--- src/window_pkg.sv ---
`default_nettype none

package window_pkg;

    // ########################################
    // image geometry

    localparam int PIX_W    = 8;
    localparam int WIN_SIZE = 17;
    localparam int IMG_COLS = 24;
    localparam int IMG_ROWS = 20;

    // wide enough for a column index within a row
    localparam int CNT_W = 5;

    // last column of a row
    localparam int LAST_COL = IMG_COLS - 1;
    // last row index at which a full window still fits in the image
    localparam int LAST_WIN_ROW = IMG_ROWS - WIN_SIZE;

    // ########################################
    // pixel data

    typedef logic [PIX_W-1:0] pixel_t;

    // one column from the line buffer, index 0 is the top row
    typedef pixel_t [WIN_SIZE-1:0] col_t;

    // index 0 is the oldest column, index WIN_SIZE-1 the newest
    typedef col_t [WIN_SIZE-1:0] window_t;

    // ########################################
    // control and status

    typedef struct packed {
        logic valid;
        logic row_end;
        logic frame_end;
    } win_status_t;

    typedef enum logic [1:0] {
        HS_IDLE    = 2'd0,
        HS_ACK     = 2'd1,
        HS_RELEASE = 2'd2
    } hs_state_e;

endpackage

`default_nettype wire

--- src/window_position.sv ---
`default_nettype none

module window_position
    import window_pkg::*;
(
    input  logic        clk,
    input  logic        rst,
    input  logic        shift_en_i,
    output win_status_t status_o
);

    logic [CNT_W-1:0] col_cnt_q;
    logic [CNT_W-1:0] row_cnt_q;
    logic             last_col;
    logic             last_row;
    logic             win_full;

    // ########################################
    // position of the column being captured

    // col_cnt_q is the index of the incoming column within its row
    assign last_col = (col_cnt_q == CNT_W'(LAST_COL));
    assign last_row = (row_cnt_q == CNT_W'(LAST_WIN_ROW));

    // the incoming column is number col_cnt_q + 1 of the row
    assign win_full = (col_cnt_q >= CNT_W'(WIN_SIZE - 1));

    always_ff @(posedge clk) begin
        if (rst) begin
            col_cnt_q <= '0;
            row_cnt_q <= '0;
        end else if (shift_en_i) begin
            if (last_col) begin
                col_cnt_q <= '0;
                // wrap after the last row that holds a full window
                if (last_row) begin
                    row_cnt_q <= '0;
                end else begin
                    row_cnt_q <= row_cnt_q + CNT_W'(1);
                end
            end else begin
                col_cnt_q <= col_cnt_q + CNT_W'(1);
            end
        end
    end

    // ########################################
    // status flags, held until the next capture

    always_ff @(posedge clk) begin
        if (rst) begin
            status_o <= '0;
        end else if (shift_en_i) begin
            status_o.valid     <= win_full;
            status_o.row_end   <= last_col;
            status_o.frame_end <= last_col && last_row;
        end
    end

endmodule

`default_nettype wire

--- config.mk ---
export PLATFORM = sky130hd
export DESIGN_NAME = window_position
export DESIGN_NICKNAME = d
export VERILOG_FILES = /design/src/window_pkg.sv /design/src/window_position.sv
export SDC_FILE = /design/constraint.sdc
export NUM_CORES = 1
export LEC_CHECK = 0
export BUFFER_PORTS_ARGS = -buffer_cell sky130_fd_sc_hd__buf_2
export CAP_MARGIN = 40
export CORE_MARGIN = 2
export CORE_UTILIZATION = 40
export DETAILED_ROUTE_END_ITERATION = 8
export PLACE_DENSITY_LB_ADDON = 0.05
export SYNTH_ARGS = -nofsm -noshare
export SYNTH_HDL_FRONTEND = slang
export SYNTH_SLANG_ARGS = --single-unit
--- constraint.sdc ---
create_clock -name clk -period 2.7 [get_ports clk]
set_input_delay 0.405 -clock clk [delete_from_list [all_inputs] [get_ports clk]]
set_output_delay 0.405 -clock clk [all_outputs]
set_load 0.05 [all_outputs]
==> out/results.ini <==
[status]
status = complete, no violations

[timing]
fin_setup_tns_ns = 0
fin_ws_ns = 1.18
fin_crit_sh_pct = 56.2
fin_hold_ws_ns = 0.472
tightest_slew_ns = 0.284
rsz0062_at_grt = false
fin_skew_ns = 0.00470
slew_headroom_pct = 81.0
fmax_mhz = 659
setup_viol = 0
timing.final.hold_violations = 0
drv_slew = 0
layout_min_cycle_time_ns = 1.52

[power_and_ir_drop]
ir_drop_mv = 0.261
power_mw = 0.331
p_per_area_nw_per_um2 = 485
p_leak_nw = 0.253

[clock_tree]
holdBufCountCts = 0
clk_pin_slew_ns = 0.08
h-tree-depth = 1
tritoncts = built
cts-resized-gates = 0
clock_sinks = 13
cts_max_path_buffers = 2
post_cts_buffers = 0
numCtsBuffers = 3
clockRootBuffer = clkbuf_4
clock_latency_ns = 0.27

[floorplanning]
fp.dieW_um = 43.4
die-area_um2 = 1880
core_area_um2 = 1470
start_util_pct = 42.1
ioPinCount = 6
rows = 14
die_y_um = 43.4

[grt]
overflow = 0
grt_pass1_wl_mm = 1.89
first_global_vias = 416
antenna_found_initial = 0
grt_usage_pct = 14.0
grt_max_degree = 17

[detailed_routing]
routed_wl_mm = 1.14
drt_iter0_markers = 6
firstDrtPassIters = 4
drc = 0
via_per_inst = 5.37
detail-route-antenna-nets = 0
routedWlPerCell_um = 12.5
vias = 489

[synthesis]
synth_fp_nets = 74
synth-seq-cells = 13
synth_area_um2 = 619
synth.distinct_cells = 26
ys_warn_count = 0
seq_area_frac_synth_pct = 42.0
syn_inst = 68
postSynthAreaPerCell_um2 = 9.11

[setup_path]
crit_fanout = 7
critPathMaxStageDelay_ns = 0.51
worstSetupStartpointType = flop
critPathKind = reg -> reg
cp_data_arrival_time_ns = 1.72
end_kind = flop
cp_num_buf_inv = 0
worst-r2r-setup-slack_ns = 1.18
path_cells = ha_1, nand3_4, or4_1, a21oi_1
cp_slowest_cell = or4_1
startpoint = col_cnt_q[0]
ff2ff_path_depth = 4
cpLargestDelayFamily = simple AND/OR/NAND/NOR gates
worst-path-stages = 4
cp.required_ns = 2.90
reg2reg_from = col_cnt_q[0]

[placement]
dpl_cell_area_um2 = 656
gp_congestion = 0.718
post-dp-hpwl_um = 813
pre_cts_slack_ns = 1.20
port_buffers = 5

[layout]
n_antenna_cell = 0
drive_above_1_share_pct = 14.7
final_nets = 82
fill_cells = 160
layout_common_cells = 13 x dfxtp_1, 8 x a21oi_1, 5 x nand2b_1, 5 x nor2_1, 5 x buf_2
area_growth_pct = 10.1
final_area_um2 = 682
final_common_cell = dfxtp_1

[min_path]
holdPathStages = 2
hold_class = reg -> reg
hold_path.startpoint = status_o[1]

[job]
maxCapViolations = 0

## where the power goes
group	total, mW	switching [mW]	internal [mW]
sequential	0.196	0.00258	0.194
clock	0.119	0.0618	0.0571
combinational	0.0156	0.00989	0.00569
total	0.331	0.0743	0.257
## per-layer routing
metal | share of wire, % | track usage [%] | vias up | wire [um]
li1 | - | - | 259 | -
met1 | 52 | 19.6 | 224 | 590
met2 | 45 | 18.8 | 4 | 514
met3 | 1.8 | 3.75 | 2 | 21
met4 | 1.3 | 9.09 | 0 | 15
met5 | 0 | 0 | - | 0
## cells in the mapped netlist
master,count,share of area [%]
nor2b_1,1,1.0
a32o_1,1,1.6
nand4_1,2,2.0
inv_1,2,1.2
and3_1,1,1.0
dfxtp_1,13,42
nand2_1,4,2.4
buf_2,1,0.81
nor2_1,5,3.0
or3b_2,1,1.4
nand2b_1,5,5.1
mux2i_1,2,3.2
and3_2,1,1.2
nand4b_1,1,1.4
o31ai_1,3,3.6
clkbuf_1,1,0.61
ha_1,3,6.1
nand3b_1,1,1.2
nand3_1,4,3.2
o21ai_0,1,0.81
xor2_1,2,2.8
nand3_4,1,2.8
a21oi_1,8,6.5
or4_1,2,2.4
or4b_1,1,1.6
nor3_1,1,0.81
## final timing paths
kind,endpoint
worst max register to register,row_cnt_q[4]
worst max-delay path,row_cnt_q[4]
worst min register to register,status_o[1]
worst min-delay path,status_o[1]
## final cells by class
class / count / area (um2) / area share, %
multi-input combinational: 51 / 343 / 50.3
sequential: 13 / 260 / 38.2
clock buffer: 4 / 26.3 / 3.85
timing repair buffer: 5 / 25.0 / 3.67
tap: 16 / 20.0 / 2.94
inverter: 2 / 7.51 / 1.10
## sequential cells by signal, indices dropped and copies added (netlist names)
name       flops
row_cnt_q      5
status_o       3
col_cnt_q      5
## tightest hold or removal path, stage by stage (launching register included)
cell and delay, ns:
dfxtp_1 0.31, nand2b_1 0.06, a21oi_1 0.06
## metrics by stage
stage	util, %	std cells
floorplan	-	68
detailed placement	44.6	87
finish	46.3	91
global route	46.3	91
global placement	44.6	87
CTS	46.3	91
## logic make-up (layout without fill, tap and decap cells)
logic type               count (synthesis)  after routing  share of synthesized area (%)
flip-flops                              13             13                           42.0
buffers and inverters                    4             11                           2.63
adder cells (fa/ha/maj)                  3              3                           6.06
AO/OA/AOI/OAI                           13             13                           12.5
multiplexers                             2              2                           3.23
AND/OR/NAND/NOR                         31             31                           30.7
XOR/XNOR                                 2              2                           2.83
Power figures use the tool's default switching activity.
